File: src/design/mem_geom_pkg.sv
/*
 * Memory-side geometry of the DDR3 I/O pad core.
 * Holds the DQS group count, the DQ width of one group and the
 * vector types that follow from them. Other files refer to these
 * items by scoped name.
 */
package mem_geom_pkg;

	// Two byte lanes, each with its own DQS strobe
	localparam int NUM_GROUPS = 2;
	localparam int GROUP_DQ_WIDTH = 8;

	localparam int MEM_DQ_WIDTH = NUM_GROUPS * GROUP_DQ_WIDTH;

	// Data of one group in one time slot
	typedef logic [GROUP_DQ_WIDTH-1:0] group_dq_t;

	// One bit per DQS group, used for VFIFO increments and group valids
	typedef logic [NUM_GROUPS-1:0] group_mask_t;

endpackage

File: src/design/afi_pkg.sv
/*
 * Controller-side AFI constants and types for the I/O pad core.
 * Covers the slot layout of a full-rate AFI cycle, the read latency
 * counter and the VFIFO shift and offset range. The data widths are
 * derived from the memory geometry package.
 */
package afi_pkg;

	localparam int AFI_SLOTS = 4;
	localparam int AFI_OE_SLOTS = 2;
	localparam int AFI_DATA_WIDTH = mem_geom_pkg::MEM_DQ_WIDTH * AFI_SLOTS;

	typedef logic [AFI_DATA_WIDTH-1:0] afi_data_t;
	typedef logic [mem_geom_pkg::NUM_GROUPS*AFI_SLOTS-1:0] afi_dm_t;
	typedef logic [mem_geom_pkg::NUM_GROUPS*AFI_OE_SLOTS-1:0] afi_oe_t;

	// Read latency as set by the sequencer
	localparam int LAT_WIDTH = 5;
	typedef logic [LAT_WIDTH-1:0] rd_latency_t;

	localparam int EXTRA_VFIFO_SHIFT = 2;
	localparam int VFIFO_OFFSET_WIDTH = 2;
	typedef logic [VFIFO_OFFSET_WIDTH-1:0] vfifo_offset_t;

endpackage

File: src/design/write_lane_mapper.sv
/*
 * Write path lane mapper.
 * The AFI write bus arrives ordered by time slot, then by DQS group.
 * Each unit is moved to its group-major position and the result is
 * registered once, so every output lags its input by one cycle.
 */
`timescale 1ns/1ps

module write_lane_mapper (
	input  logic               pll_afi_clk,
	input  logic               reset_n_afi_clk,
	input  afi_pkg::afi_data_t phy_ddio_dq,
	input  afi_pkg::afi_dm_t   phy_ddio_wrdata_mask,
	input  afi_pkg::afi_oe_t   phy_ddio_wrdata_en,
	input  afi_pkg::afi_oe_t   phy_ddio_dqs_en,
	output afi_pkg::afi_data_t wr_dq,
	output afi_pkg::afi_dm_t   wr_dm,
	output afi_pkg::afi_oe_t   wr_oe,
	output afi_pkg::afi_oe_t   dqs_oe
);

	afi_pkg::afi_data_t dq_grp;
	afi_pkg::afi_dm_t   dm_grp;
	afi_pkg::afi_oe_t   wr_oe_grp;
	afi_pkg::afi_oe_t   dqs_oe_grp;

	genvar g, t, h;
	generate
		for (g = 0; g < mem_geom_pkg::NUM_GROUPS; g++) begin : gen_group
			for (t = 0; t < afi_pkg::AFI_SLOTS; t++) begin : gen_slot
				// Slot-major source index t*NUM_GROUPS+g, group-major target g*AFI_SLOTS+t
				mem_geom_pkg::group_dq_t unit_dq;

				assign unit_dq = phy_ddio_dq[(t*mem_geom_pkg::NUM_GROUPS+g)*
					mem_geom_pkg::GROUP_DQ_WIDTH +: mem_geom_pkg::GROUP_DQ_WIDTH];
				assign dq_grp[(g*afi_pkg::AFI_SLOTS+t)*mem_geom_pkg::GROUP_DQ_WIDTH +:
					mem_geom_pkg::GROUP_DQ_WIDTH] = unit_dq;
				assign dm_grp[g*afi_pkg::AFI_SLOTS+t] =
					phy_ddio_wrdata_mask[t*mem_geom_pkg::NUM_GROUPS+g];
			end
			for (h = 0; h < afi_pkg::AFI_OE_SLOTS; h++) begin : gen_half
				assign wr_oe_grp[g*afi_pkg::AFI_OE_SLOTS+h] =
					phy_ddio_wrdata_en[h*mem_geom_pkg::NUM_GROUPS+g];
				assign dqs_oe_grp[g*afi_pkg::AFI_OE_SLOTS+h] =
					phy_ddio_dqs_en[h*mem_geom_pkg::NUM_GROUPS+g];
			end
		end
	endgenerate

	// Core-to-periphery register
	always_ff @(posedge pll_afi_clk or negedge reset_n_afi_clk) begin
		if (!reset_n_afi_clk) begin
			wr_dq  <= '0;
			wr_dm  <= '0;
			wr_oe  <= '0;
			dqs_oe <= '0;
		end else begin
			wr_dq  <= dq_grp;
			wr_dm  <= dm_grp;
			wr_oe  <= wr_oe_grp;
			dqs_oe <= dqs_oe_grp;
		end
	end

endmodule

File: src/design/read_enable_pipe.sv
/*
 * Read enable delay pipe.
 * A fixed shift of SHIFT_DEPTH cycles feeds a 32-entry latency line.
 * The tap chosen by the sequencer latency L gives a total delay of
 * SHIFT_DEPTH plus L cycles. L is valid from 1 upward.
 */
`timescale 1ns/1ps

module read_enable_pipe #(
	parameter int SHIFT_DEPTH = afi_pkg::EXTRA_VFIFO_SHIFT
) (
	input  logic                 pll_afi_clk,
	input  logic                 reset_n_afi_clk,
	input  logic                 afi_rdata_en_full,
	input  afi_pkg::rd_latency_t seq_read_latency_counter,
	output logic                 rd_en_tap
);

	logic                                 en_shifted;
	logic [(2**afi_pkg::LAT_WIDTH)-1:0]   lat_line;
	afi_pkg::rd_latency_t                 tap_sel;

	generate
		if (SHIFT_DEPTH > 0) begin : gen_shift
			logic [SHIFT_DEPTH-1:0] extra_shift;

			always_ff @(posedge pll_afi_clk or negedge reset_n_afi_clk) begin
				if (!reset_n_afi_clk) begin
					extra_shift <= '0;
				end else begin
					extra_shift[0] <= afi_rdata_en_full;
					for (int i = 1; i < SHIFT_DEPTH; i++) begin
						extra_shift[i] <= extra_shift[i-1];
					end
				end
			end
			assign en_shifted = extra_shift[SHIFT_DEPTH-1];
		end else begin : gen_no_shift
			assign en_shifted = afi_rdata_en_full;
		end
	endgenerate

	always_ff @(posedge pll_afi_clk or negedge reset_n_afi_clk) begin
		if (!reset_n_afi_clk) begin
			lat_line <= '0;
		end else begin
			lat_line <= {lat_line[(2**afi_pkg::LAT_WIDTH)-2:0], en_shifted};
		end
	end

	// Entry 0 already holds one cycle of latency
	assign tap_sel   = seq_read_latency_counter - afi_pkg::rd_latency_t'(1);
	assign rd_en_tap = lat_line[tap_sel];

endmodule

File: src/design/group_vfifo_align.sv
/*
 * VFIFO alignment for one DQS group.
 * A 2-bit offset counter steps on each increment pulse and wraps
 * from 3 to 0; a clear pulse returns it to 0. The offset picks the
 * read enable delayed by that many cycles.
 */
`timescale 1ns/1ps

module group_vfifo_align (
	input  logic pll_afi_clk,
	input  logic reset_n_afi_clk,
	input  logic rd_en_tap,
	input  logic vfifo_inc,
	input  logic vfifo_clear,
	output logic group_valid
);

	afi_pkg::vfifo_offset_t offset;
	logic [2:0]             en_hist;
	logic [3:0]             en_taps;

	// Clear wins over an increment in the same cycle
	always_ff @(posedge pll_afi_clk or negedge reset_n_afi_clk) begin
		if (!reset_n_afi_clk) begin
			offset <= '0;
		end else if (vfifo_clear) begin
			offset <= '0;
		end else if (vfifo_inc) begin
			offset <= offset + afi_pkg::vfifo_offset_t'(1);
		end
	end

	always_ff @(posedge pll_afi_clk or negedge reset_n_afi_clk) begin
		if (!reset_n_afi_clk) begin
			en_hist <= '0;
		end else begin
			en_hist <= {en_hist[1:0], rd_en_tap};
		end
	end

	// Offset 0 selects the undelayed enable
	assign en_taps     = {en_hist, rd_en_tap};
	assign group_valid = en_taps[offset];

endmodule

File: src/design/read_valid_path.sv
/*
 * Read valid generation across DQS groups.
 * Every group delays the latency-aligned read enable by its own VFIFO
 * offset. The AFI read valid is the registered AND of all group
 * valids, so it rises only where every group agrees.
 */
`timescale 1ns/1ps

module read_valid_path (
	input  logic                      pll_afi_clk,
	input  logic                      reset_n_afi_clk,
	input  logic                      rd_en_tap,
	input  mem_geom_pkg::group_mask_t seq_read_increment_vfifo,
	input  logic                      seq_read_fifo_reset,
	output logic                      afi_rdata_valid
);

	mem_geom_pkg::group_mask_t group_valid;

	genvar g;
	generate
		for (g = 0; g < mem_geom_pkg::NUM_GROUPS; g++) begin : gen_group
			group_vfifo_align group_vfifo_align_inst (
				.pll_afi_clk     (pll_afi_clk),
				.reset_n_afi_clk (reset_n_afi_clk),
				.rd_en_tap       (rd_en_tap),
				.vfifo_inc       (seq_read_increment_vfifo[g]),
				.vfifo_clear     (seq_read_fifo_reset),
				.group_valid     (group_valid[g])
			);
		end
	endgenerate

	always_ff @(posedge pll_afi_clk or negedge reset_n_afi_clk) begin
		if (!reset_n_afi_clk) begin
			afi_rdata_valid <= 1'b0;
		end else begin
			afi_rdata_valid <= &group_valid;
		end
	end

endmodule

File: src/design/io_pads_top.sv
/*
 * Digital core of the DDR3 PHY I/O pad block.
 * The write path re-registers the AFI write bus into group-major
 * order for the memory side. The read path turns the full-rate read
 * enable into the AFI read valid, using the sequencer's latency
 * setting and per-group VFIFO offsets.
 */
`timescale 1ns/1ps

module io_pads_top (
	input  logic                      pll_afi_clk,
	input  logic                      reset_n_afi_clk,

	input  afi_pkg::afi_data_t        phy_ddio_dq,
	input  afi_pkg::afi_dm_t          phy_ddio_wrdata_mask,
	input  afi_pkg::afi_oe_t          phy_ddio_wrdata_en,
	input  afi_pkg::afi_oe_t          phy_ddio_dqs_en,

	input  logic                      afi_rdata_en_full,
	input  afi_pkg::rd_latency_t      seq_read_latency_counter,
	input  mem_geom_pkg::group_mask_t seq_read_increment_vfifo,
	input  logic                      seq_read_fifo_reset,

	output afi_pkg::afi_data_t        wr_dq,
	output afi_pkg::afi_dm_t          wr_dm,
	output afi_pkg::afi_oe_t          wr_oe,
	output afi_pkg::afi_oe_t          dqs_oe,

	output logic                      afi_rdata_valid
);

	// Read enable after the extra shift and the latency line
	logic rd_en_tap;

	write_lane_mapper write_lane_mapper_inst (
		.pll_afi_clk          (pll_afi_clk),
		.reset_n_afi_clk      (reset_n_afi_clk),
		.phy_ddio_dq          (phy_ddio_dq),
		.phy_ddio_wrdata_mask (phy_ddio_wrdata_mask),
		.phy_ddio_wrdata_en   (phy_ddio_wrdata_en),
		.phy_ddio_dqs_en      (phy_ddio_dqs_en),
		.wr_dq                (wr_dq),
		.wr_dm                (wr_dm),
		.wr_oe                (wr_oe),
		.dqs_oe               (dqs_oe)
	);

	read_enable_pipe #(
		.SHIFT_DEPTH (afi_pkg::EXTRA_VFIFO_SHIFT)
	) read_enable_pipe_inst (
		.pll_afi_clk              (pll_afi_clk),
		.reset_n_afi_clk          (reset_n_afi_clk),
		.afi_rdata_en_full        (afi_rdata_en_full),
		.seq_read_latency_counter (seq_read_latency_counter),
		.rd_en_tap                (rd_en_tap)
	);

	read_valid_path read_valid_path_inst (
		.pll_afi_clk              (pll_afi_clk),
		.reset_n_afi_clk          (reset_n_afi_clk),
		.rd_en_tap                (rd_en_tap),
		.seq_read_increment_vfifo (seq_read_increment_vfifo),
		.seq_read_fifo_reset      (seq_read_fifo_reset),
		.afi_rdata_valid          (afi_rdata_valid)
	);

endmodule

File: config.mk
export PLATFORM = sky130hd
export DESIGN_NAME = io_pads_top
export DESIGN_NICKNAME = d
export VERILOG_FILES = /design/src/design/mem_geom_pkg.sv /design/src/design/afi_pkg.sv /design/src/design/write_lane_mapper.sv /design/src/design/read_enable_pipe.sv /design/src/design/group_vfifo_align.sv /design/src/design/read_valid_path.sv /design/src/design/io_pads_top.sv
export SDC_FILE = /design/constraint.sdc
export NUM_CORES = 1
export LEC_CHECK = 0
export ABC_AREA = 1
export BUFFER_PORTS_ARGS = -buffer_cell sky130_fd_sc_hd__buf_2
export CAP_MARGIN = 20
export CORE_ASPECT_RATIO = 1.25
export CORE_MARGIN = 10
export CORE_UTILIZATION = 45
export CTS_CLUSTER_SIZE = 10
export DETAILED_ROUTE_END_ITERATION = 8
export GPL_ROUTABILITY_DRIVEN = 0
export GPL_TIMING_DRIVEN = 1
export PLACE_DENSITY = 0.79
export SLEW_MARGIN = 20
export SYNTH_ARGS = -nofsm -noshare
export SYNTH_HDL_FRONTEND = slang
export SYNTH_HIERARCHICAL = 1
export SYNTH_SLANG_ARGS = --single-unit
export TNS_END_PERCENT = 5
File: constraint.sdc
create_clock -name pll_afi_clk -period 2.99 [get_ports pll_afi_clk]
set_clock_uncertainty 0.15 [all_clocks]
set_input_delay 0.598 -clock pll_afi_clk [delete_from_list [all_inputs] [get_ports pll_afi_clk]]
set_output_delay 0.598 -clock pll_afi_clk [all_outputs]
set_load 0.005 [all_outputs]
==> key figures <==
Clock network
  – Clock Path Buffers: 2
  – CTS buffer count: 17
  – Post-CTS sizing: 0
  – Postcts setup bufs: 0
  – CTS tree: built
  – CTS hold repair buffers: 1
  – H-tree levels: 4
  – Clock sink count: between 100 and 150
  – Worst-path clk slew: approximately 60 ps
  – Root Driver: clkbuf_8
  – Clk_lat worst skew: approximately 500 ps

Worst hold path
  – WHS Path Cells: 1
  – Hold worst-path end: write_lane_mapper_inst/wr_dq[32]
  – Worst Hold Launch: phy_ddio_dq[8]
  – HP Class: primary input to flop

Placed design
  – Post-DP HPWL: roughly 7.3 mm
  – Dpl ws: between 400 and 500 ps
  – # port buffers: 171
  – Inst Count DP: about 550

Drt
  – Routed WL per cell: 16.6 um
  – Top routing layer in use: met4
  – Final WL: roughly 9.6 mm
  – Post-route DRC: 0
  – Iter 0 DRT Violations: around 170
  – Routed Antenna Nets: 0
  – Met3 Routed Length: 1.02 mm
  – Vias/cell: approximately 4.5
  – Routed via count: 2616
  – First-pass detailed-route iteration total: 6
  – Met2 WL: ~5.2 mm
  – Post-Route M1 WL: approximately 3.3 mm

Worst setup path
  – CP Launch Type: primary input
  – Crit path cell chain: buf_2 > inv_6 > ha_1 > inv_1 > nand3_1 > nand3_1 > nand3_1 > nand2_1 > nand2_1 > nand2_1 > inv_1 > nand2_1 > nand3_1 > nand2_1 > nand2_1 > inv_1
  – FF-to-FF Start: read_enable_pipe_inst/lat_line[9]
  – Reg-to-Reg End: read_valid_path_inst/afi_rdata_valid
  – Reg-to-reg slack, setup: around 1400 ps
  – CP required: approximately 3200 ps
  – Setup CP Type: primary input to flop
  – Crit-path most repeated cell: nand2_1
  – Slowest cell on crit path: ha_1
  – Crit path capture type: flop
  – Worst EP arrival: 2420 ps
  – Slowest stage delay, CP: 470 ps
  – Worst R2R Path Depth: 14
  – Crit-path max FO: 18

STA
  – Fin crit period: roughly 2200 ps
  – Slew margin rel.: between 70% and 80%
  – Max-slew violations: 0
  – Final WS setup: a little over 800 ps
  – Final Setup Violations: 0
  – Crit share post-route: 72.7%
  – Final hold violations: 0
  – Worst-margin pin slew: about 430 ps
  – RSZ-0062 raised after global routing: no
  – Fin Setup TNS: 0 ps
  – F_max: 460 MHz

Floorplan
  – Die X: about 100 um
  – Core area: 8240 um2
  – IO Count: 172
  – DIE AREA: between 10000 and 15000 um2
  – Chip Height: between 100 and 150 um
  – Num rows: 37
  – Initial core utilization: between 40% and 50%

Yosys
  – #FFs+latches synth: between 100 and 150
  – Sequential area share after synthesis: a little over 80%
  – Largest cells by area after synthesis: dfrtp_1 82%, nand2_1 7.0%, inv_1 3.8%
  – Ys Warns: 6
  – Post-Syn Nets: 373
  – Mapped Area: between 3000 and 4000 um2
  – Synth unique cells: 14
  – Post-synthesis instance total: 281
  – Post-synth top area share: between 80% and 90%
  – Most area-hungry cell type in the Yosys netlist: dfrtp_1
  – Syn Area/Cell: 13.6 um2

GRT
  – First-pass GRT wire length: around 15 mm
  – Vias in the first global route: 2960
  – Initial antenna violation count: 0
  – Pin count of the biggest net entering global routing: 70
  – GR Overflow Total: 0
  – Total GRT Usage: between 10% and 20%

Power
  – Total power: between 4 and 5 mW
  – Worst-case vdd ir drop: 0.550 mV
  – Pwr Density: approximately 770 nW/um2
  – P_leak: about 2.9 nW

Cells and area
  – Layout Cells excl Fill: roughly 580
  – Most frequent cells in the layout: 170 x buf_2, 125 x dfrtp_1, 71 x nand2_1
  – Sequential cell area: 3130 um2
  – Synth-to-layout area growth: 41.6%
  – Final net count: about 560
  – N_diodes: 0
  – Fillers: 620
  – Most common cell after layout, fill and taps aside: buf_2
  – Area of the multi-input gates: ~500 um2
  – Layout cell share with drive strength beyond 1: between 40% and 50%

Flow run
  – Max-cap violations: 0

Run status
  – Outcome: finished, final reports clean
==> power breakdown <==
part	switching (mW)	internal (mW)	leakage (nW)	total (mW)
logic	0.160	0.125	1.18	0.286
clock network	0.721	1.32	0.296	2.04
registers	0.0376	1.79	1.47	1.83
total	0.919	3.24	2.94	4.16
==> synth_stat cells <==
cell / number
buf_2: 1
nand3_1: 28
inv_6: 1
xnor2_1: 1
nand2_1: 71
buf_6: 3
ha_1: 1
nor2_1: 4
inv_1: 39
dfrtp_1: 125
xor2_1: 2
nand2_2: 1
nand3_2: 2
nor3b_1: 2
==> through the flow <==
| stage | hold slack [ps] | cell area, um2 | utilization (%) |
|---|---|---|---|
| 2_1_floorplan | 152 | 3820 | - |
| 3_3_place_gp | 182 | 4800 | 58.2 |
| 3_5_place_dp | 192 | 4800 | 58.2 |
| 4_1_cts | 26.6 | 5420 | 65.7 |
| 5_1_grt | 20.5 | 5420 | 65.7 |
| 6_report | 40.0 | 5420 | 65.7 |
==> critical path, delay by kind of cell <==
| kind | cells | cell delay [ps] |
|---|---|---|
| buffers and inverters | 5 | 540 |
| adders and majority gates | 1 | 470 |
| and+or+nand+nor | 10 | 790 |
==> cell families after synthesis <==
| logic type | share of synthesized area (%) |
|---|---|
| xor+xnor | 0.687 |
| fa+ha+maj | 0.327 |
| buf+inv | 5.07 |
| flops | 81.8 |
| simple gates | 12.1 |
==> layout make-up <==
class | count | area share, %
clock buffer | 20 | 8.23
clock inverter | 12 | 2.96
inverter | 40 | 2.87
multi-input combinational | 112 | 9.27
sequential | 125 | 57.8
tap | 97 | 2.24
timing repair buffer | 175 | 16.7
==> flip-flops by register name, indices dropped and copies added (netlist names), named ones only <==
signal                                                        count
write_lane_mapper_inst/wr_oe                                      4
read_enable_pipe_inst/gen_shift.extra_shift                       2
write_lane_mapper_inst/dqs_oe                                     4
read_enable_pipe_inst/lat_line                                   32
write_lane_mapper_inst/wr_dq                                     64
write_lane_mapper_inst/wr_dm                                      8
read_valid_path_inst/gen_group.group_vfifo_align_inst/offset      4
read_valid_path_inst/afi_rdata_valid                              1
==> worst max-delay path by stage <==
stage,from,to,slack (ps)
after floorplan,seq_read_latency_counter[0],read_valid_path_inst/afi_rdata_valid,620
after global placement,seq_read_latency_counter[0],read_valid_path_inst/afi_rdata_valid,530
after detailed placement,seq_read_latency_counter[0],read_valid_path_inst/afi_rdata_valid,430
after CTS,seq_read_latency_counter[0],read_valid_path_inst/afi_rdata_valid,880
after global routing,seq_read_latency_counter[0],read_valid_path_inst/afi_rdata_valid,710
final,seq_read_latency_counter[0],read_valid_path_inst/afi_rdata_valid,820
==> routing by layer <==
metal / vias up / global-route usage, %
met4: 0 / 7.16
met5: - / 0
met2: 133 / 27.0
li1: 1236 / -
met1: 1231 / 14.8
met3: 16 / 8.71
Power figures use the tool's default switching activity.
